**config.mk**
```make
export PLATFORM = sky130hd
export DESIGN_NAME = port_arbiter
export DESIGN_NICKNAME = d
export VERILOG_FILES = /design/src/design/mem_chan_pkg.sv /design/src/design/port_arbiter.sv
export VERILOG_INCLUDE_DIRS = /design/src /design/src/include
export SDC_FILE = /design/constraint.sdc
export NUM_CORES = 1
export LEC_CHECK = 0
export BUFFER_PORTS_ARGS = -buffer_cell sky130_fd_sc_hd__buf_2
export CAP_MARGIN = 20
export CORE_MARGIN = 2
export CORE_UTILIZATION = 51
export CTS_CLUSTER_SIZE = 40
export DETAILED_ROUTE_END_ITERATION = 7
export GPL_TIMING_DRIVEN = 0
export PLACE_DENSITY = 0.87
export SLEW_MARGIN = 40
export SYNTH_ARGS = -nofsm -noshare
export SYNTH_HDL_FRONTEND = slang
export SYNTH_SLANG_ARGS = --single-unit
export TNS_END_PERCENT = 30
```
**constraint.sdc**
```tcl
create_clock -name sMCC_Ui_clk -period 3.1 [get_ports sMCC_Ui_clk]
set_clock_uncertainty 0.15 [all_clocks]
set_input_delay 0.62 -clock sMCC_Ui_clk [delete_from_list [all_inputs] [get_ports sMCC_Ui_clk]]
set_output_delay 0.62 -clock sMCC_Ui_clk [all_outputs]
set_load 0.01 [all_outputs]
```
**src/include/mem_chan_defines.svh**
```systemverilog
// Sizing of the memory channel, shared by the package and the RTL
// MC_LEN_W sets the longest mp0 burst to 2**MC_LEN_W beats
// MC_QUEUE_DEPTH must be a power of two and no less than 2
`ifndef MEM_CHAN_DEFINES_SVH
`define MEM_CHAN_DEFINES_SVH

// --------------------
// Memory geometry
// --------------------

// Word address width, the memory holds 2**MC_ADDR_W words
`define MC_ADDR_W 10

// Word width, full words only
`define MC_DATA_W 32

// --------------------
// Burst and queue sizing
// --------------------

// Burst length field, the command carries beats minus one
`define MC_LEN_W 4

// Request entries held in the port arbiter
`define MC_QUEUE_DEPTH 4

`endif
```
**src/design/mem_chan_pkg.sv**
```systemverilog
// Opcode, port and FSM enums and the packed structs of every link
// Field widths come from the defines header
`default_nettype none

`include "mem_chan_defines.svh"

package mem_chan_pkg;

  // --------------------
  // Enums
  // --------------------
  typedef enum logic {
    MC_OP_READ  = 1'b0,
    MC_OP_WRITE = 1'b1
  } mc_op_e;

  // Tag that routes a response back to its port
  typedef enum logic {
    MC_PORT_MP0 = 1'b0,
    MC_PORT_MP1 = 1'b1
  } mc_port_e;

  // Data mover FSM, only the mover uses it
  typedef enum logic [1:0] {
    DM_IDLE,
    DM_WRITE,
    DM_READ,
    DM_STATUS
  } dm_state_e;

  // --------------------
  // mp0 stream port
  // --------------------
  typedef struct packed {
    mc_op_e                op;
    logic [`MC_ADDR_W-1:0] addr;
    logic [`MC_LEN_W-1:0]  len;
  } mp_cmd_t;

  typedef struct packed {
    logic [`MC_DATA_W-1:0] data;
    logic                  last;
  } mp_beat_t;

  // Wrap set when the burst crossed the top address
  typedef struct packed {
    mc_op_e               op;
    logic [`MC_LEN_W-1:0] len;
    logic                 wrap;
  } mp_sts_t;

  // --------------------
  // Word requests and responses
  // --------------------
  typedef struct packed {
    mc_op_e                op;
    logic [`MC_ADDR_W-1:0] addr;
    logic [`MC_DATA_W-1:0] wdata;
  } mem_req_t;

  typedef struct packed {
    mc_port_e port;
    mem_req_t req;
  } mem_tag_req_t;

  // rdata is don't-care on a write response
  typedef struct packed {
    mc_op_e                op;
    logic [`MC_DATA_W-1:0] rdata;
  } mem_rsp_t;

  typedef struct packed {
    mc_port_e port;
    mem_rsp_t rsp;
  } mem_tag_rsp_t;

endpackage

`default_nettype wire

```
**src/design/port_arbiter.sv**
```systemverilog
// Round-robin admission of mp0 and mp1 into one tagged request queue
// One request is admitted per cycle; responses are steered by their tag
`timescale 1ns/1ps
`default_nettype none

`include "mem_chan_defines.svh"

module port_arbiter
  import mem_chan_pkg::*;
(
  input  logic         sMCC_Ui_clk,
  input  logic         rst,
  input  mem_req_t     mp0_req,
  input  logic         mp0_req_valid,
  output logic         mp0_req_ready,
  input  mem_req_t     mp1_req,
  input  logic         mp1_req_valid,
  output logic         mp1_req_ready,
  output mem_rsp_t     mp0_rsp,
  output logic         mp0_rsp_valid,
  input  logic         mp0_rsp_ready,
  output mem_rsp_t     mp1_rsp,
  output logic         mp1_rsp_valid,
  input  logic         mp1_rsp_ready,
  output mem_tag_req_t mem_req,
  output logic         mem_req_valid,
  input  logic         mem_req_ready,
  input  mem_tag_rsp_t mem_rsp,
  input  logic         mem_rsp_valid,
  output logic         mem_rsp_ready
);

  localparam int PTR_W = $clog2(`MC_QUEUE_DEPTH);
  localparam logic [PTR_W:0] DEPTH = `MC_QUEUE_DEPTH;

  mem_tag_req_t     queue_q [`MC_QUEUE_DEPTH];
  logic [PTR_W-1:0] wr_ptr_q;
  logic [PTR_W-1:0] rd_ptr_q;
  logic [PTR_W:0]   count_q;
  logic             full;
  logic             push;
  logic             pop;
  mc_port_e         rr_q;
  mc_port_e         grant;

  // --------------------
  // Admission
  // --------------------
  // rr_q names the port that wins a tie
  always_comb begin
    if (mp0_req_valid && mp1_req_valid) begin
      grant = rr_q;
    end else if (mp1_req_valid) begin
      grant = MC_PORT_MP1;
    end else begin
      grant = MC_PORT_MP0;
    end
  end

  assign full          = count_q == DEPTH;
  assign mp0_req_ready = !full && (grant == MC_PORT_MP0);
  assign mp1_req_ready = !full && (grant == MC_PORT_MP1);
  assign push = (mp0_req_valid && mp0_req_ready) || (mp1_req_valid && mp1_req_ready);
  assign pop  = mem_req_valid && mem_req_ready;

  // Head of the queue goes to the controller
  assign mem_req       = queue_q[rd_ptr_q];
  assign mem_req_valid = count_q != '0;

  always_ff @(posedge sMCC_Ui_clk) begin
    if (rst) begin
      wr_ptr_q <= '0;
      rd_ptr_q <= '0;
      count_q  <= '0;
      rr_q     <= MC_PORT_MP0;
    end else begin
      if (push) begin
        wr_ptr_q <= wr_ptr_q + PTR_W'(1);
        // Turn passes to the other port
        rr_q     <= (grant == MC_PORT_MP0) ? MC_PORT_MP1 : MC_PORT_MP0;
      end
      if (pop) begin
        rd_ptr_q <= rd_ptr_q + PTR_W'(1);
      end
      case ({push, pop})
        2'b10:   count_q <= count_q + (PTR_W+1)'(1);
        2'b01:   count_q <= count_q - (PTR_W+1)'(1);
        default: count_q <= count_q;
      endcase
    end
  end

  // Queue storage, tagged with the winning port
  always_ff @(posedge sMCC_Ui_clk) begin
    if (push) begin
      queue_q[wr_ptr_q] <= '{port: grant, req: (grant == MC_PORT_MP0) ? mp0_req : mp1_req};
    end
  end

  // --------------------
  // Response steering
  // --------------------
  assign mp0_rsp       = mem_rsp.rsp;
  assign mp1_rsp       = mem_rsp.rsp;
  assign mp0_rsp_valid = mem_rsp_valid && (mem_rsp.port == MC_PORT_MP0);
  assign mp1_rsp_valid = mem_rsp_valid && (mem_rsp.port == MC_PORT_MP1);
  assign mem_rsp_ready = (mem_rsp.port == MC_PORT_MP0) ? mp0_rsp_ready : mp1_rsp_ready;

  // Slot under the write pointer must not still hold an unread entry
  a_no_push_full: assert property (@(posedge sMCC_Ui_clk) disable iff (rst)
    push |-> !((wr_ptr_q == rd_ptr_q) && (count_q != '0)));

endmodule

`default_nettype wire

```
==> results of run 1 <==
==> state kept, by name, summed over array words and instances, names as in the netlist, named ones only <==
signal and cells:
queue_q 176, count_q 3, rd_ptr_q 2, wr_ptr_q 2
rr_q 1
==> placed cells by master (no fill, tap or decap), drive strengths merged, types with 3 or more instances in the layout <==
cell type,instances
a21oi,4
ha,5
mux2,44
mux4,44
xor2,3
bufinv,4
clkinv,7
nor2,10
and2,5
inv,11
dfxtp,10
clkbuf,19
edfxtp,176
o21ai,3
or3,3
buf,292
==> layer usage <==
layer | GRT usage | vias to the layer above
li1 | - | 1992
met3 | 0.05114 | 23
met1 | 0.2268 | 2170
met2 | 0.3439 | 217
met5 | 0 | -
met4 | 0.06777 | 0
==> where the power goes <==
| group | internal (mW) | leakage, nW | switching [mW] |
|---|---|---|---|
| combinational | 1.05 | 1.83 | 1.06 |
| clock | 1.37 | 0.311 | 0.930 |
| sequential | 3.22 | 1.72 | 0.113 |
==> worst max-delay path, cell delays in order (launching register included) <==
cell,delay (ns)
dfxtp_1,0.31
clkbuf_1,0.40
buf_2,0.39
mux4_2,0.37
buf_2,0.16
==> worst paths after layout <==
| path | start | slack [ns] | end | depth (start not counted) |
|---|---|---|---|---|
| hold reg to reg | rd_ptr_q[0] | 0.39 | rd_ptr_q[0] | 2 |
| hold / removal | mp1_req_valid | 0.31 | rr_q | 2 |
| setup reg to reg | count_q[2] | 0.57 | count_q[2] | 9 |
| setup / recovery | register | 0.28 | mem_req[0] | 4 |
==> cell families (layout without fill, tap and decap cells) <==
| group | count (synthesis) | count (layout) | share of synthesized area |
|---|---|---|---|
| simple gates | 22 | 22 | 0.01575 |
| mux | 88 | 88 | 0.1871 |
| xor+xnor | 4 | 4 | 0.004410 |
| fa+ha+maj | 6 | 6 | 0.01039 |
| flops | 186 | 186 | 0.6904 |
| compound gates | 11 | 11 | 0.01008 |
| buf+inv | 89 | 334 | 0.08189 |
==> cell usage after synthesis (all sizes together) (4+ instances only) <==
master and number:
a21oi 4, inv 8, ha 5, dfxtp 10, mux2 44, mux4 44
nor2 10, and2 5, edfxtp 176, buf 79
==> final cells by class <==
class / count / area share
flip-flops and latches: 186 / 0.5508
clock buffers: 17 / 0.04272
multi-input cells: 131 / 0.1827
repair buffers: 213 / 0.1131
well taps: 188 / 0.02362
clock inverters: 15 / 0.02174
plain buffers: 81 / 0.06232
inverters: 8 / 0.003015
==> results.toml, run 1 <==
[timing]
drv_slew = 0
min_period_ns = 2.817
holdWs_ns = 0.3123
layout_setup_ws_ns = 0.2827
setup_tns_ns = 0
tightest_slew_ns = 0.5052
max_freq_mhz = 354.9
rsz0062_at_grt = "no"
setup_viol = 0
relSlewSlack = 0.6632
finalHoldViolCount = 0
fin_crit_sh = 0.9088

[floorplan]
die_y_um = 128.8
fp.coreArea_sq_um = 15200
io_pins = 244
rows = 45
start_util = 0.5226
die_w_um = 128.8
die_area_sq_um = 16590

[global_route]
grt_max_degree = 27
grt_pass1_wl_mm = 23.32
grt.total_usage = 0.1930
grt_overflow = 0
grt_pass1_vias = 4569
antenna_found_initial = 0

[detailed_routing]
ant_nets = 0
wire_per_inst_um = 18.92
viasPerCell = 5.247
wl_met3_mm = 1.111
dr_total_vias = 4402
highest_layer = "met4"
dr.pass1.iters = 4
drc = 0
wl_met1_mm = 6.021
dr_wl_met2_mm = 8.497
totalWireLength_mm = 15.88
drt_iter0_drc = 154

[clock_tree]
h-tree-depth = 4
clk_pin_slew_ns = 0.07
cts_tree = "built"
cts_setup_buffers = 0
cts.sinks = 186
holdBufCountCts = 0
cts_root_buf = "clkbuf_16"
worstSkewPairLatency_ns = 0.43
clockBufferDepth = 2
cts_buffers = 17
cts_resized = 0

[synth]
yosysSeqAreaShare = 0.6904
yosys.area.top_type = "edfxtp_1"
postSynthAreaPerCell_sq_um = 19.57
synth_enable_flop_cells = 176
yosys_warnings = 0
synth_area_sq_um = 7945
synth_top_cells_by_area = "edfxtp_1, mux4_2, buf_4"
synth_flop_cell = "edfxtp_1"
synthCells = 406
yosysTopAreaCellShare = 0.6652
syn_nets = 540
ys_ff_latch = 186
async_flop_share = 0
synth_cell_types = 28

[critical_path]
cp-start-kind = "register"
cp.required_ns = 2.33
end_kind = "output port"
arrival_ns = 2.05
path_max_fanout = 10
crit_type = "reg -> out"

[layout]
fin_cells = 839
num_antenna_cells = 0
nNetsFinal = 772
drive_gt1_frac = 0.6375
post-route-cell-area_sq_um = 9958
area_growth_pct = 25.34
final_core_util = 0.6551
seqCellArea_sq_um = 5485
multi_input_area_sq_um = 1819
fill_cells = 1017

[placement]
pre_cts_ws_ns = 0.4630
placed_cell_area_sq_um = 9316
gp_congestion = 0.7538
io_buffers = 209
detailed_place_hpwl_mm = 11.16
dp.cells = 807

[worst_hold_path]
hold_class = "in -> reg"

[pwr]
peakVddDrop_mv = 0.4321
powerDensity_nw_per_um2 = 776.9
total_power_mw = 7.737
p_leak_nw = 3.853

[flow_run]
maxCapViolations = 0

[outcome]
outcome = "completed"
(Power assumes the default switching activity.)
==> inputs of run 2 (changes only) <==
Settings changed: GPL_TIMING_DRIVEN 0 to 1.
==> results.toml, run 2 (synthesized netlist as in run 1, its figures left out) <==
[detailed_routing]
ant_nets = 0
dr.pass1.iters = 4
totalWireLength_mm = 14.71
wire_per_inst_um = 21.05
viasPerCell = 5.413
dr_total_vias = 3784
drc = 0
drt_iter0_drc = 245

[critical_path]
crit_type = "reg -> out"
rrSetupSlack_ns = 0.62
regToRegEndpoint = "count_q[2]"
r2r_start = "count_q[2]"
path_max_fanout = 24
reg2reg_depth = 9
cp.required_ns = 2.33
cp-start-kind = "register"
end_kind = "output port"
arrival_ns = 2.06

[clock_tree]
holdBufCountCts = 0
cts_resized = 0
h-tree-depth = 4
clockBufferDepth = 2
cts_tree = "built"
cts_root_buf = "clkbuf_16"
worstSkewPairLatency_ns = 0.42
clk_pin_slew_ns = 0.07
cts_setup_buffers = 0
cts_buffers = 17
cts.sinks = 186

[timing]
holdWs_ns = 0.3110
setup_viol = 0
layout_setup_ws_ns = 0.2658
finalHoldViolCount = 0
relSlewSlack = 0.6598
min_period_ns = 2.834
rsz0062_at_grt = "no"
drv_slew = 0
setup_tns_ns = 0
tightest_slew_ns = 0.5103
fin_crit_sh = 0.9143
max_freq_mhz = 352.8

[placement]
pre_cts_ws_ns = 0.4831
gp_congestion = 0.6878
detailed_place_hpwl_mm = 9.797
placed_cell_area_sq_um = 8441
io_buffers = 144

[global_route]
grt.total_usage = 0.1793
grt_pass1_vias = 3905
antenna_found_initial = 0
grt_overflow = 0
grt_pass1_wl_mm = 21.54
grt_max_degree = 45

[layout]
final_core_util = 0.6009
post-route-cell-area_sq_um = 9135
drive_gt1_frac = 0.5440
final_cell_mix = "edfxtp_1, buf_2, mux4_2"
num_antenna_cells = 0
largest_reg_flops = 176
area_growth_pct = 14.98
top_regs = "queue_q (176), count_q (3)"
regMostFlops = "queue_q"
nNetsFinal = 632
final_common_cell = "edfxtp_1"

[floorplan]
io_pins = 244
die_w_um = 128.8
die_area_sq_um = 16590
start_util = 0.5226
die_y_um = 128.8
rows = 45
fp.coreArea_sq_um = 15200

[pwr]
powerDensity_nw_per_um2 = 851.2
p_leak_nw = 3.256
peakVddDrop_mv = 0.4522

[worst_hold_path]
holdPathStages = 2
min_to = "rr_q"
min_from = "mp1_req_valid"
hold_class = "in -> reg"

[flow_run]
maxCapViolations = 0

[outcome]
outcome = "completed"
-- run 2: cell count changes in the layout (fill, tap and decap cells not counted), sizes merged --
| cell | previous run | this run |
|---|---|---|
| buf | 292 | 154 |
| bufinv | 4 | 7 |
| clkinv | 7 | 4 |
| clkbuf | 19 | 17 |
| clkinvlp | 1 | 2 |
| inv | 11 | 10 |
-- run 2: area by class of cell --
| class | count | area (sq um) |
|---|---|---|
| timing repair buffer | 154 | 870.8 |
| clock inverter | 15 | 269.0 |
| fill | 1088 | 6067 |
| sequential | 186 | 5490 |
| clock buffer | 17 | 425.4 |
| tap | 188 | 235.2 |
| inverter | 8 | 30.03 |
| multi-input combinational | 131 | 1814 |
-- run 2: worst max path at each step --
stage	startpoint	end	slack, ns	cells after the start
2_1_floorplan	mp1_req_valid	queue_q[0][0]	0.58	3
3_3_place_gp	mp1_req_valid	count_q[2]	0.58	10
3_5_place_dp	mp1_req_valid	count_q[2]	0.48	10
4_1_cts	register	mem_req[24]	0.19	3
5_1_grt	register	mem_req[24]	0.13	3
6_report	register	mem_req[24]	0.27	3
-- run 2: worst max-delay path, stage by stage (launching register included) --
cell and delay, ns:
dfxtp_4 0.68, buf_12 0.24, mux4_2 0.55, buf_2 0.16
-- run 2: stage by stage --
| stage | instances | total power [mW] |
|---|---|---|
| finish | 699 | 7.776 |
| global route | 699 | 8.103 |
| detailed placement | 667 | 5.368 |
| floorplan | 406 | 4.746 |
| CTS | 699 | 7.870 |
| global placement | 667 | 5.300 |
-- run 2: metal layers --
metal	vias to the layer above	part of all wire	GRT usage	routed length (um)
li1	1713	-	-	-
met2	158	0.52	0.3072	7629
met4	0	0.015	0.07033	222
met3	36	0.069	0.04823	1008
met1	1877	0.40	0.2184	5853
met5	-	0	0	0
-- run 2: report_power, final --
group / internal, mW / leakage (nW) / switching (mW)
clock: 1.60 / 0.331 / 0.909
sequential: 3.23 / 1.72 / 0.201
combinational: 0.936 / 1.21 / 0.904
==> inputs of run 3 (changes only) <==
Settings changed: MAX_ROUTING_LAYER set to met4.
==> results.toml, run 3 (synthesized netlist as in run 1, its figures left out) <==
[outcome]
outcome = "completed"

[timing]
tightest_slew_ns = 0.5123
rsz0062_at_grt = "no"
drv_slew = 0
max_freq_mhz = 351.8
fin_crit_sh = 0.9170
setup_viol = 0
finalHoldViolCount = 0
relSlewSlack = 0.6585
holdWs_ns = 0.3064
setup_tns_ns = 0
min_period_ns = 2.843

[critical_path]
arrival_ns = 2.07
end_kind = "output port"
path_buf_inv = 2
path_max_fanout = 24
crit_type = "reg -> out"
path_cells = "buf_12 -> mux4_2 -> buf_2"
cpPeakStageDelay_ns = 0.68
crit_slowest_cell = "dfxtp_4"
path_delay_family = "flip-flops"
cp.required_ns = 2.33
cp-start-kind = "register"

[layout]
largest_reg_flops = 176
area_growth_pct = 14.98
regMostFlops = "queue_q"
post-route-cell-area_sq_um = 9135
seqCellArea_sq_um = 5490
top_regs = "queue_q (176), count_q (3)"
nNetsFinal = 632
multi_input_area_sq_um = 1814
final_common_cell = "edfxtp_1"
fill_cells = 1088
final_cell_mix = "edfxtp_1, buf_2, mux4_2"
drive_gt1_frac = 0.5440
num_antenna_cells = 0

[clock_tree]
holdBufCountCts = 0
cts_root_buf = "clkbuf_16"
h-tree-depth = 4
cts.sinks = 186
clk_pin_slew_ns = 0.07
worstSkewPairLatency_ns = 0.43
cts_buffers = 17
cts_resized = 0
cts_tree = "built"
cts_setup_buffers = 0
clockBufferDepth = 2

[placement]
detailed_place_hpwl_mm = 9.797
io_buffers = 144
placed_cell_area_sq_um = 8441
gp_congestion = 0.6950

[detailed_routing]
totalWireLength_mm = 14.69
viasPerCell = 5.442
dr.pass1.iters = 4
ant_nets = 0
drc = 0
wire_per_inst_um = 21.01
drt_iter0_drc = 264
dr_total_vias = 3804

[global_route]
grt_pass1_wl_mm = 21.59
grt_max_degree = 45
grt_pass1_vias = 3897
grt.total_usage = 0.1859
grt_overflow = 0
antenna_found_initial = 0

[floorplan]
die_w_um = 128.8
fp.coreArea_sq_um = 15200
io_pins = 244
rows = 45
die_area_sq_um = 16590
die_y_um = 128.8
start_util = 0.5226

[pwr]
pwr-share-clk = 0.323
comb_power_share = 0.237
powerDensity_nw_per_um2 = 852.1
sequentialPowerShare = 0.441
switching_share = 0.2598
p_leak_nw = 3.256
p_int_mw = 5.761
p_sw_mw = 2.022
peakVddDrop_mv = 0.4615

[flow_run]
maxCapViolations = 0

[worst_hold_path]
hold_class = "in -> reg"
-- run 3: cell counts in the layout (fill, tap and decap cells not counted) --
No cell type changed its count.
-- run 3: cell type report --
cell class | instances | area share
Timing Repair Buffer | 154 | 0.09533
Sequential cell | 186 | 0.6010
Tap cell | 188 | 0.02575
Inverter | 8 | 0.003287
Multi-Input combinational cell | 131 | 0.1986
Clock inverter | 15 | 0.02945
Clock buffer | 17 | 0.04657
-- run 3: worst paths after layout --
check                start          end  slack, ns  depth (start not counted)
max               register  mem_req[24]       0.26                          3
min          mp1_req_valid         rr_q       0.31                          2
max reg2reg     count_q[2]   count_q[2]       0.62                          9
min reg2reg    rd_ptr_q[1]     register       0.38                          2
-- run 3: metrics by stage --
step / setup slack, ns / total power, mW / utilization / cells
floorplan: 0.5753 / 4.746 / - / 406
global placement: 0.5809 / 5.300 / 0.5552 / 667
detailed placement: 0.4831 / 5.368 / 0.5552 / 667
CTS: 0.1899 / 7.870 / 0.6009 / 699
global route: 0.1265 / 8.106 / 0.6009 / 699
finish: 0.2574 / 7.784 / 0.6009 / 699
-- run 3: power by group through the flow --
stage / clock network [mW] / logic [mW] / registers [mW]
after CTS: 2.54 / 1.89 / 3.44
after detailed placement: 0 / 1.88 / 3.49
after global placement: 0 / 1.85 / 3.45
after global routing: 2.64 / 1.99 / 3.48
final: 2.51 / 1.84 / 3.43
after floorplan: 0 / 1.39 / 3.36
-- run 3: layer usage --
layer / vias up / part of all wire / global-route usage
met5: - / 0 / -
met4: 0 / 0.019 / 0.06969
met3: 41 / 0.075 / 0.05156
met2: 176 / 0.51 / 0.3081
met1: 1872 / 0.39 / 0.2184
li1: 1715 / - / -
