## src/include/mem_chan_defines.svh

```systemverilog
// Sizing of the memory channel, shared by the package and the RTL
// MC_LEN_W sets the longest mp0 burst to 2**MC_LEN_W beats
// MC_QUEUE_DEPTH must be a power of two and no less than 2
`ifndef MEM_CHAN_DEFINES_SVH
`define MEM_CHAN_DEFINES_SVH

// --------------------
// Memory geometry
// --------------------

// Word address width, the memory holds 2**MC_ADDR_W words
`define MC_ADDR_W 10

// Word width, full words only
`define MC_DATA_W 32

// --------------------
// Burst and queue sizing
// --------------------

// Burst length field, the command carries beats minus one
`define MC_LEN_W 4

// Request entries held in the port arbiter
`define MC_QUEUE_DEPTH 4

`endif
```

## src/design/mem_chan_pkg.sv

```systemverilog
// Opcode, port and FSM enums and the packed structs of every link
// Field widths come from the defines header
`default_nettype none

`include "mem_chan_defines.svh"

package mem_chan_pkg;

  // --------------------
  // Enums
  // --------------------
  typedef enum logic {
    MC_OP_READ  = 1'b0,
    MC_OP_WRITE = 1'b1
  } mc_op_e;

  // Tag that routes a response back to its port
  typedef enum logic {
    MC_PORT_MP0 = 1'b0,
    MC_PORT_MP1 = 1'b1
  } mc_port_e;

  // Data mover FSM, only the mover uses it
  typedef enum logic [1:0] {
    DM_IDLE,
    DM_WRITE,
    DM_READ,
    DM_STATUS
  } dm_state_e;

  // --------------------
  // mp0 stream port
  // --------------------
  typedef struct packed {
    mc_op_e                op;
    logic [`MC_ADDR_W-1:0] addr;
    logic [`MC_LEN_W-1:0]  len;
  } mp_cmd_t;

  typedef struct packed {
    logic [`MC_DATA_W-1:0] data;
    logic                  last;
  } mp_beat_t;

  // Wrap set when the burst crossed the top address
  typedef struct packed {
    mc_op_e               op;
    logic [`MC_LEN_W-1:0] len;
    logic                 wrap;
  } mp_sts_t;

  // --------------------
  // Word requests and responses
  // --------------------
  typedef struct packed {
    mc_op_e                op;
    logic [`MC_ADDR_W-1:0] addr;
    logic [`MC_DATA_W-1:0] wdata;
  } mem_req_t;

  typedef struct packed {
    mc_port_e port;
    mem_req_t req;
  } mem_tag_req_t;

  // rdata is don't-care on a write response
  typedef struct packed {
    mc_op_e                op;
    logic [`MC_DATA_W-1:0] rdata;
  } mem_rsp_t;

  typedef struct packed {
    mc_port_e port;
    mem_rsp_t rsp;
  } mem_tag_rsp_t;

endpackage

`default_nettype wire

```

## src/design/stream_data_mover.sv

```systemverilog
// Turns mp0 burst commands into single-word requests, one command at a time
// Write beats must arrive in order with last on beat len
// Addresses wrap to zero past the top word, reported in the status beat
`timescale 1ns/1ps
`default_nettype none

`include "mem_chan_defines.svh"

module stream_data_mover
  import mem_chan_pkg::*;
(
  input  logic     sMCC_Ui_clk,
  input  logic     rst,
  input  mp_cmd_t  cmd,
  input  logic     cmd_valid,
  output logic     cmd_ready,
  input  mp_beat_t wr,
  input  logic     wr_valid,
  output logic     wr_ready,
  output mp_beat_t rd,
  output logic     rd_valid,
  input  logic     rd_ready,
  output mp_sts_t  sts,
  output logic     sts_valid,
  input  logic     sts_ready,
  output mem_req_t req,
  output logic     req_valid,
  input  logic     req_ready,
  input  mem_rsp_t rsp,
  input  logic     rsp_valid,
  output logic     rsp_ready
);

  dm_state_e             state_q;
  mp_cmd_t               cmd_q;
  logic [`MC_LEN_W-1:0]  issue_cnt_q;
  logic [`MC_LEN_W-1:0]  rsp_cnt_q;
  logic                  issue_done_q;
  logic [`MC_ADDR_W-1:0] beat_off;
  logic [`MC_ADDR_W:0]   end_addr;
  logic                  req_fire;
  logic                  rsp_fire;
  logic                  last_rsp;

  // Offset of the next word, zero-extended to the address width
  assign beat_off = {{(`MC_ADDR_W-`MC_LEN_W){1'b0}}, issue_cnt_q};
  // Carry out of start plus len means the burst wrapped
  assign end_addr = {1'b0, cmd_q.addr} + {{(`MC_ADDR_W+1-`MC_LEN_W){1'b0}}, cmd_q.len};

  assign req_fire = req_valid && req_ready;
  assign rsp_fire = rsp_valid && rsp_ready;
  assign last_rsp = rsp_cnt_q == cmd_q.len;

  assign cmd_ready = state_q == DM_IDLE;

  // --------------------
  // Request side
  // --------------------
  always_comb begin
    req.op    = cmd_q.op;
    req.addr  = cmd_q.addr + beat_off;
    req.wdata = '0;
    req_valid = 1'b0;
    wr_ready  = 1'b0;
    case (state_q)
      // Each write beat goes straight out as one request
      DM_WRITE: begin
        req.wdata = wr.data;
        req_valid = wr_valid && !issue_done_q;
        wr_ready  = req_ready && !issue_done_q;
      end
      // Reads are issued back to back
      DM_READ: req_valid = !issue_done_q;
      default: req_valid = 1'b0;
    endcase
  end

  // --------------------
  // Response and status side
  // --------------------
  assign rd        = '{data: rsp.rdata, last: last_rsp};
  assign rd_valid  = (state_q == DM_READ) && rsp_valid;
  // Write responses are only counted, never stalled
  assign rsp_ready = (state_q == DM_READ) ? rd_ready : (state_q == DM_WRITE);

  assign sts       = '{op: cmd_q.op, len: cmd_q.len, wrap: end_addr[`MC_ADDR_W]};
  assign sts_valid = state_q == DM_STATUS;

  always_ff @(posedge sMCC_Ui_clk) begin
    if (rst) begin
      state_q      <= DM_IDLE;
      issue_cnt_q  <= '0;
      rsp_cnt_q    <= '0;
      issue_done_q <= 1'b0;
    end else begin
      case (state_q)
        DM_IDLE: begin
          if (cmd_valid) begin
            state_q      <= (cmd.op == MC_OP_WRITE) ? DM_WRITE : DM_READ;
            issue_cnt_q  <= '0;
            rsp_cnt_q    <= '0;
            issue_done_q <= 1'b0;
          end
        end
        DM_WRITE, DM_READ: begin
          if (req_fire) begin
            issue_cnt_q <= issue_cnt_q + `MC_LEN_W'(1);
            if (issue_cnt_q == cmd_q.len) begin
              issue_done_q <= 1'b1;
            end
          end
          // Done once the final beat's response is back
          if (rsp_fire) begin
            rsp_cnt_q <= rsp_cnt_q + `MC_LEN_W'(1);
            if (last_rsp) begin
              state_q <= DM_STATUS;
            end
          end
        end
        DM_STATUS: begin
          if (sts_ready) begin
            state_q <= DM_IDLE;
          end
        end
        default: state_q <= DM_IDLE;
      endcase
    end
  end

  // Command payload, held for the whole burst
  always_ff @(posedge sMCC_Ui_clk) begin
    if (cmd_valid && cmd_ready) begin
      cmd_q <= cmd;
    end
  end

  // Upstream framing must agree with the command length
  a_wr_last_on_len: assert property (@(posedge sMCC_Ui_clk) disable iff (rst)
    wr_valid && wr_ready && wr.last |-> issue_cnt_q == cmd_q.len);

endmodule

`default_nettype wire

```

## config.mk

```make
export PLATFORM = sky130hd
export DESIGN_NAME = stream_data_mover
export DESIGN_NICKNAME = d
export VERILOG_FILES = /design/src/design/mem_chan_pkg.sv /design/src/design/stream_data_mover.sv
export VERILOG_INCLUDE_DIRS = /design/src /design/src/include
export SDC_FILE = /design/constraint.sdc
export NUM_CORES = 1
export LEC_CHECK = 0
export ABC_AREA = 0
export BUFFER_PORTS_ARGS = -buffer_cell sky130_fd_sc_hd__buf_2
export CAP_MARGIN = 20
export CORE_MARGIN = 2
export CORE_UTILIZATION = 35
export CTS_CLUSTER_SIZE = 24
export DETAILED_ROUTE_END_ITERATION = 10
export GPL_ROUTABILITY_DRIVEN = 0
export PLACE_DENSITY = 0.74
export SLEW_MARGIN = 20
export SYNTH_ARGS = -nofsm -noshare
export SYNTH_HDL_FRONTEND = slang
export SYNTH_SLANG_ARGS = --single-unit
```

## constraint.sdc

```tcl
create_clock -name sMCC_Ui_clk -period 2.1 [get_ports sMCC_Ui_clk]
set_input_delay 0 -clock sMCC_Ui_clk [delete_from_list [all_inputs] [get_ports sMCC_Ui_clk]]
set_output_delay 0 -clock sMCC_Ui_clk [all_outputs]
set_load 0.03 [all_outputs]
```

==> flow_summary_export.csv, run 1 <==
group,metric,value,unit
timing,setup_viol,0,
pwr,leakagePower,1.34,nW
global_route,track_usage,15.4,%
pwr,combPwrFrac,66.1,%
routing,first_pass_iters,5,
timing,timing.fmax,506,MHz
floorplan,start_util,36.1,%
finish,fin_util,46.3,%
floorplan,die_w,81.9,µm
min_path,holdCritPathClass,"input pin to primary output",
critical_path,criticalPathCategory,"register to primary output",
global_route,grt_pass1_vias,1810,
routing,drt_iter0_markers,100,
finish,mostFrequentLayoutCell,"buf_2",
synth,ys_seq_area_share,31.6,%
global_route,antenna_found_initial,0,
pwr,ir_drop,0.613,mV
timing,min_period,1.98,ns
synth,ys.flop_type,"edfxtp_1",
synth,synth_edf_count,15,
finish,ff_latch_area,676,µm²
synth,syn_area,0.00212,mm²
routing,drt_wl_total,5350,µm
placed_design,io_buffers,110,
timing,maxSlewViolCount,0,
pwr,switchingPower,1.70,mW
finish,fillCellCount,577,
finish,multi_input_area,0.00112,mm²
outcome,status,"finished clean",
clocking,clock_sinks,26,
synth,ys_seq_elements,26,
critical_path,cp.required,2.10,ns
finish,drive_gt1_share,41.5,%
pwr,power,3.24,mW
pwr,p_int,1.54,mW
clocking,worst_skew_pair.late_latency,0.27,ns
floorplan,dieArea,0.00670,mm²
synth,yosys.cell_types.count,43,
floorplan,rows,28,
global_route,grt_pass1_wl,8110,µm
clocking,postCtsSetupRepairBufs,0,
floorplan,coreArea,0.00589,mm²
clocking,clkTransAtPathRegs,0.09,ns
finish,diodes,0,
clocking,cts_root_buf,"clkbuf_8",
placed_design,place_hpwl,4210,µm
floorplan,die_y,81.9,µm
timing,skew,0.00327,ns
pwr,power_frac_seq,25.0,%
critical_path,critical_path.endpoint_type,"primary output",
timing,relSlewSlack,64.9,%
clocking,cts_made_buffers,3,
synth,synthArstFlopShare,0,%
synth,yosysWarnings,0,
pwr,power_density,1190,mW/mm²
critical_path,path_max_fanout,6,
finish,layout.nets,431,
finish,final_cell_mix,"buf_2, and2_1, dlygate4sd3_1",
timing,worstMarginPinSlew,0.523,ns
synth,syn_inst,236,
critical_path,start_kind,"register",
routing,detail_route.vias_per_cell,4.78,
placed_design,dp.cells,380,
timing,rsz0062_at_grt,"yes",
global_route,overflow,0,
routing,final_antenna_net_count,0,
finish,layout.cells.non_filler,400,
timing,layout_worst_path_cycle_share,94.1,%
global_route,grt_max_degree,33,
clocking,cts_tree,"yes",
pwr,clock_power_share,8.9,%
finish,syn2layout_area_growth,28.4,%
timing,hold_viol,0,
pwr,sw_frac_of_total,52.4,%
synth,synth_area_per_cell,8.99,µm²
clocking,clockBufferDepth,2,
clocking,htreeDepth,1,
flow_run,drv_cap,0,
synth,synth_nets,341,
routing,remaining_drc_errors,0,
critical_path,cp.arrival,1.98,ns
routing,routedWlPerCell,13.4,µm
timing,fin_setup_tns,0,ns
routing,dr_total_vias,1910,
floorplan,pin_count,177,
-- cells in the mapped netlist (2+ instances only) --
cell type | n | area, µm²
xnor2_1 | 2 | 17.5
dfxtp_1 | 11 | 220
edfxtp_1 | 15 | 450
and2_2 | 3 | 22.5
inv_1 | 14 | 52.6
and2_1 | 32 | 200
a21o_1 | 4 | 30.0
nand2_1 | 10 | 37.5
o21a_1 | 2 | 15.0
nor2_1 | 4 | 15.0
nand2b_1 | 3 | 18.8
o21ai_0 | 9 | 45.0
nand4_1 | 3 | 18.8
a31oi_1 | 4 | 25.0
nor2b_1 | 2 | 12.5
buf_4 | 39 | 293
clkbuf_1 | 4 | 15.0
a21oi_1 | 13 | 65.1
nand3_1 | 3 | 15.0
ha_1 | 15 | 188
o31ai_1 | 3 | 22.5
or4_1 | 4 | 30.0
nor3_1 | 2 | 10.0
xor2_1 | 12 | 105
o211ai_1 | 5 | 37.5
-- repair_timing --
| action | CTS | global route |
|---|---|---|
| gates resized for setup | 6 | 9 |
| hold endpoints to repair | 20 | 0 |
| pin swaps | 1 | 3 |
| endpoints found under the setup margin | 4 | 10 |
| hold buffers | 16 | 0 |
-- layout make-up --
class	instances	share of cell area, %
multi-input cells	152	41.1
repair buffers	129	27.1
flip-flops and latches	26	24.8
well taps	75	3.44
inverters	14	1.93
clock buffers	3	1.52
clock inverters	1	0.138
-- worst max-delay path: stages (launching register included) --
cell and delay (ns):
dfxtp_4 0.39, ha_2 0.18, inv_1 0.05, fa_2 0.35, nor2b_2 0.13, o21ai_2 0.10, a21oi_2 0.18, xor2_1 0.16
buf_4 0.18
-- routing by layer --
metal / GRT usage (%) / up-vias / share of wire, % / wire length (µm)
li1: - / 956 / - / -
met1: 18.5 / 861 / 41 / 2180
met2: 26.5 / 67 / 50 / 2690
met3: 2.64 / 26 / 6.4 / 342
met4: 7.33 / 0 / 2.6 / 141
met5: 0 / - / 0 / 0
-- final timing paths --
check                           slack (ns)           start      endpoint  cells after the start
worst max-delay path                  0.12  issue_cnt_q[0]       req[40]                      8
worst min-delay path               0.00001         rsp[26]        rd[27]                      0
worst max register to register        0.19      state_q[0]  rsp_cnt_q[3]                      6
worst min register to register        0.51    rsp_cnt_q[3]  rsp_cnt_q[3]                      2
-- stage by stage --
step	setup slack (ns)	hold WS (ns)	cell area, µm²
after floorplan	0.197	0.0691	2120
after global placement	0.189	0.000205	2480
after detailed placement	0.115	0.000205	2480
after CTS	0.0142	0.000205	2690
after global routing	-0.0387	0.0000434	2730
final	0.123	0.0000116	2730
-- registers in the layout, indices dropped and copies added (netlist names) --
| name | cells |
|---|---|
| cmd_q | 10 |
| req | 1 |
| sts | 4 |
| rsp_cnt_q | 4 |
| state_q | 2 |
| issue_cnt_q | 4 |
| issue_done_q | 1 |
-- cell families after synthesis --
logic type | share of synthesized area, %
xor+xnor | 5.78
fa+ha+maj | 9.79
simple gates | 21.2
compound gates | 13.2
mux | 1.18
flops | 31.6
buf+inv | 17.2
-- power by group through the flow --
stage / combinational, mW / clock (mW) / sequential (mW)
3_5_place_dp: 2.08 / 0 / 0.817
2_1_floorplan: 1.70 / 0 / 0.781
4_1_cts: 2.12 / 0.302 / 0.810
5_1_grt: 2.34 / 0.317 / 0.832
6_report: 2.14 / 0.288 / 0.810
3_3_place_gp: 2.03 / 0 / 0.810
No activity file was read; power rests on OpenSTA's default activity.
==> inputs of run 2 (changes only) <==
--- a/config.mk
+++ b/config.mk
@@ -15,6 +15,7 @@
 export DETAILED_ROUTE_END_ITERATION = 10
 export GPL_ROUTABILITY_DRIVEN = 0
 export PLACE_DENSITY = 0.74
+export RECOVER_POWER = 50
 export SLEW_MARGIN = 20
 export SYNTH_ARGS = -nofsm -noshare
 export SYNTH_HDL_FRONTEND = slang
==> run 2 against run 1 <==
Combinational power barely moved. Via count shrank 0.16%. Register-to-register slack about the same. Non-clock buffer count did not move. Largest power group unchanged.
==> flow_summary_export.csv, run 2 (synthesized netlist as in run 1, its figures left out) <==
group,metric,value,unit
outcome,status,"finished clean",
routing,dr_total_vias,1907,
floorplan,pin_count,177,
floorplan,rows,28,
clocking,cts_made_buffers,3,
routing,drt_iter0_markers,117,
placed_design,place_area,0.00248,mm²
placed_design,io_buffers,110,
routing,detail_route.vias_per_cell,4.77,
pwr,power_density,1190,mW/mm²
routing,routedWlPerCell,13.4,µm
finish,largest_reg_flops,10,
routing,final_antenna_net_count,0,
critical_path,start_kind,"register",
timing,layout_worst_path_cycle_share,94.4,%
placed_design,pre_cts_ws,0.115,ns
critical_path,criticalPathCategory,"register to primary output",
global_route,track_usage,15.4,%
critical_path,cp.required,2.10,ns
timing,hold_viol,0,
pwr,ir_drop,0.607,mV
floorplan,dieArea,0.00670,mm²
clocking,cts_tree,"yes",
timing,maxSlewViolCount,0,
timing,fin_setup_tns,0,ns
clocking,htreeDepth,1,
critical_path,critical_path.endpoint_type,"primary output",
clocking,clkTransAtPathRegs,0.09,ns
placed_design,place_hpwl,4210,µm
global_route,overflow,0,
floorplan,die_y,81.9,µm
floorplan,die_w,81.9,µm
min_path,holdCritPathClass,"input pin to primary output",
finish,fillCellCount,578,
global_route,grt_pass1_wl,8110,µm
global_route,antenna_found_initial,0,
finish,mostFrequentLayoutCell,"buf_2",
finish,drive_gt1_share,36.3,%
clocking,clockBufferDepth,2,
timing,worstMarginPinSlew,0.499,ns
timing,timing.fmax,504,MHz
floorplan,start_util,36.1,%
timing,skew,0.00340,ns
critical_path,path_max_fanout,6,
finish,stdcell_area,0.00270,mm²
clocking,clock_sinks,26,
timing,fin_ws,0.117,ns
pwr,leakagePower,1.28,nW
clocking,postCtsSetupRepairBufs,0,
routing,remaining_drc_errors,0,
routing,drt_wl_total,5350,µm
routing,first_pass_iters,4,
finish,diodes,0,
critical_path,cp.arrival,1.98,ns
global_route,grt_pass1_vias,1810,
timing,relSlewSlack,66.5,%
finish,final_cell_mix,"buf_2, and2_1, clkbuf_1",
flow_run,drv_cap,0,
timing,min_period,1.98,ns
finish,top_register,"cmd_q",
timing,setup_viol,0,
clocking,cts_root_buf,"clkbuf_8",
finish,syn2layout_area_growth,27.3,%
global_route,grt_max_degree,33,
timing,rsz0062_at_grt,"yes",
floorplan,coreArea,0.00589,mm²
finish,layout.nets,431,
clocking,worst_skew_pair.late_latency,0.27,ns
timing,hold_slack,0.0000116,ns
## run 2: changes by cell type in the layout (fill, tap and decap cells not counted), sizes merged
cell / change
buf: -18
clkbuf: +18
## run 2: through the flow
stage	utilization [%]	std cells	total power, mW
final	45.9	400	3.21
after global routing	45.9	400	3.46
after CTS	45.8	400	3.23
after detailed placement	42.1	380	2.89
after global placement	42.1	380	2.84
after floorplan	-	236	2.48
## run 2: report_power, final
part,internal [mW],switching (mW)
logic,0.689,1.42
clock network,0.131,0.157
registers,0.687,0.124
## run 2: routing by layer
metal / global-route usage [%] / vias up / wire, µm
li1: - / 955 / -
met1: 18.5 / 861 / 2160
met2: 26.5 / 65 / 2690
met3: 2.64 / 26 / 353
met4: 7.33 / 0 / 141
met5: 0 / - / 0
## run 2: timing repair
action                                 4_1_cts  5_1_grt
gates resized for setup                      6        9
setup endpoints to repair                    4       10
hold buffers                                16        0
endpoints found under the hold margin       20        0
pin swaps                                    1        3
## run 2: critical path, stage by stage (launching register included)
cell and delay (ns):
dfxtp_4 0.38, ha_2 0.18, inv_1 0.05, fa_2 0.35
nor2b_2 0.13, o21ai_2 0.10, a21oi_2 0.18, xor2_1 0.16
buf_4 0.18
## run 2: worst paths after layout
path / to / cells past startpoint / start / slack, ns
worst max-delay path: req[40] / 8 / issue_cnt_q[0] / 0.12
worst min-delay path: rd[28] / 0 / rsp[27] / 0.00001
worst max register to register: rsp_cnt_q[3] / 6 / state_q[0] / 0.19
worst min register to register: rsp_cnt_q[3] / 2 / rsp_cnt_q[3] / 0.51
## run 2: area by class of cell
| class | instances | area (µm²) | area share, % |
|---|---|---|---|
| clock inverter | 1 | 3.75 | 0.139 |
| sequential | 26 | 676 | 25.0 |
| timing repair buffer | 129 | 714 | 26.4 |
| tap | 75 | 93.8 | 3.47 |
| clock buffer | 3 | 41.3 | 1.53 |
| multi-input combinational | 152 | 1120 | 41.5 |
| inverter | 14 | 52.6 | 1.95 |
==> inputs of run 3 (changes only) <==
--- a/config.mk
+++ b/config.mk
@@ -9,11 +9,13 @@
 export ABC_AREA = 0
 export BUFFER_PORTS_ARGS = -buffer_cell sky130_fd_sc_hd__buf_2
 export CAP_MARGIN = 20
+export CORE_ASPECT_RATIO = 0.9
 export CORE_MARGIN = 2
 export CORE_UTILIZATION = 35
 export CTS_CLUSTER_SIZE = 24
 export DETAILED_ROUTE_END_ITERATION = 10
 export GPL_ROUTABILITY_DRIVEN = 0
+export MAX_ROUTING_LAYER = met4
 export PLACE_DENSITY = 0.74
 export RECOVER_POWER = 50
 export SLEW_MARGIN = 20
==> run 3 against run 2 <==
Non-clock buffer count up 1. Register-to-register slack about the same. Via count up 0.63%. Highest routed layer unchanged. Setup slack worse by 0.013 ns. Die area about the same.
==> flow_summary_export.csv, run 3 (synthesized netlist as in run 1, its figures left out) <==
group,metric,value,unit
outcome,status,"finished clean",
critical_path,cp.arrival,2.00,ns
routing,first_pass_iters,4,
global_route,grtUsageMet3,1.91,%
critical_path,reg2regPathDepth,6,
pwr,leakagePower,1.30,nW
timing,worstMarginPinSlew,0.450,ns
critical_path,regToRegSetupSlack,0.20,ns
global_route,busiest_layer,"met2",
placed_design,io_buffers,110,
critical_path,start_kind,"register",
timing,relSlewSlack,70.0,%
placed_design,place_hpwl,4150,µm
floorplan,dieArea,0.00670,mm²
finish,layout.cells.non_filler,396,
flow_run,drv_cap,0,
finish,drive_gt1_share,37.4,%
finish,fillCellCount,552,
pwr,power_density,1200,mW/mm²
min_path,min_from,"rsp[15]",
finish,fin_util,46.9,%
critical_path,reg2reg_from,"state_q[0]",
critical_path,r2r_end,"rsp_cnt_q[3]",
timing,fin_ws,0.105,ns
routing,drt_iter0_markers,72,
finish,mostFrequentLayoutCell,"buf_2",
finish,final_cell_mix,"buf_2, and2_1, dlygate4sd3_1",
timing,skew,0.00116,ns
placed_design,place_area,0.00247,mm²
finish,top_register,"cmd_q",
pwr,ir_drop,0.534,mV
clocking,clockBufferDepth,2,
global_route,grtUsageMet2,26.4,%
finish,ff_latch_area,674,µm²
clocking,htreeDepth,1,
timing,timing.fmax,501,MHz
clocking,cts_root_buf,"clkbuf_8",
routing,remaining_drc_errors,0,
critical_path,criticalPathCategory,"register to primary output",
placed_design,dp.cells,375,
clocking,clock_sinks,26,
global_route,antenna_found_initial,0,
timing,setup_viol,0,
timing,min_period,2.00,ns
finish,stdcell_area,0.00270,mm²
timing,hold_viol,0,
floorplan,die_w,86.1,µm
routing,dr_total_vias,1919,
min_path,holdPathEnd,"rd[16]",
pwr,power,3.25,mW
min_path,worstHoldPathCells,0,
routing,final_antenna_net_count,0,
floorplan,start_util,36.9,%
critical_path,path_max_fanout,3,
critical_path,cp.required,2.10,ns
clocking,cts_tree,"yes",
finish,diodes,0,
floorplan,rows,26,
finish,layout.nets,432,
critical_path,critical_path.endpoint_type,"primary output",
placed_design,pre_cts_ws,0.122,ns
finish,largest_reg_flops,10,
floorplan,die_y,77.9,µm
global_route,grt_pass1_vias,1876,
global_route,track_usage,16.5,%
min_path,holdCritPathClass,"input pin to primary output",
finish,syn2layout_area_growth,27.2,%
clocking,worst_skew_pair.late_latency,0.27,ns
floorplan,coreArea,0.00576,mm²
global_route,overflow,0,
routing,detail_route.vias_per_cell,4.85,
clocking,cts_made_buffers,3,
finish,multi_input_area,0.00111,mm²
routing,routedWlPerCell,13.8,µm
clocking,clkTransAtPathRegs,0.09,ns
routing,drt_wl_total,5460,µm
timing,maxSlewViolCount,0,
floorplan,pin_count,177,
global_route,grt_pass1_wl,8710,µm
critical_path,critPathLaunch,"cmd_q[4]",
timing,layout_worst_path_cycle_share,95.0,%
global_route,grt.met1_usage,20.8,%
global_route,grt_max_degree,34,
[run 3: critical path: stages (launching register included)]
cell and delay (ns):
edfxtp_1 0.38, ha_2 0.18, inv_1 0.05, fa_2 0.35, nor2b_2 0.13, o21ai_2 0.09, nand2_1 0.11, xor2_1 0.20
buf_2 0.23
[run 3: per-layer routing]
layer / wire, µm / part of all wire [%]
met1: 2400 / 44
met2: 2680 / 49
met3: 221 / 4.0
met4: 156 / 2.9
met5: 0 / 0
[run 3: timing repair]
item / CTS / global route
endpoints found under the hold margin: 20 / 0
endpoints found under the setup margin: 4 / 10
resized for setup: 5 / 8
hold buffers: 16 / 0
pin swaps: 1 / 2
setup buffers: 0 / 1
[run 3: cell type report]
class | count | area share (%)
inverters | 14 | 1.95
flip-flops and latches | 26 | 25.0
multi-input cells | 152 | 41.2
repair buffers | 130 | 26.9
clock buffers | 4 | 1.67
well taps | 70 | 3.25
[run 3: metrics by stage]
stage / setup TNS, ns / hold slack (ns)
after global placement: 0 / 0.000205
after floorplan: 0 / 0.0691
after CTS: 0 / 0.000205
after detailed placement: 0 / 0.000205
after global routing: -0.0348 / 0.0000541
final: 0 / 0.0000108
[run 3: worst max-delay path by stage]
stage              endpoint  cells past startpoint
2_1_floorplan       req[38]                      7
3_3_place_gp   rsp_cnt_q[3]                      5
3_5_place_dp   rsp_cnt_q[3]                      5
4_1_cts             req[38]                      8
5_1_grt             req[36]                      8
6_report            req[36]                      8
[run 3: power by group]
part	total [mW]	internal [mW]	switching, mW
Clock	0.291	0.136	0.155
Sequential	0.809	0.687	0.122
Combinational	2.15	0.709	1.44
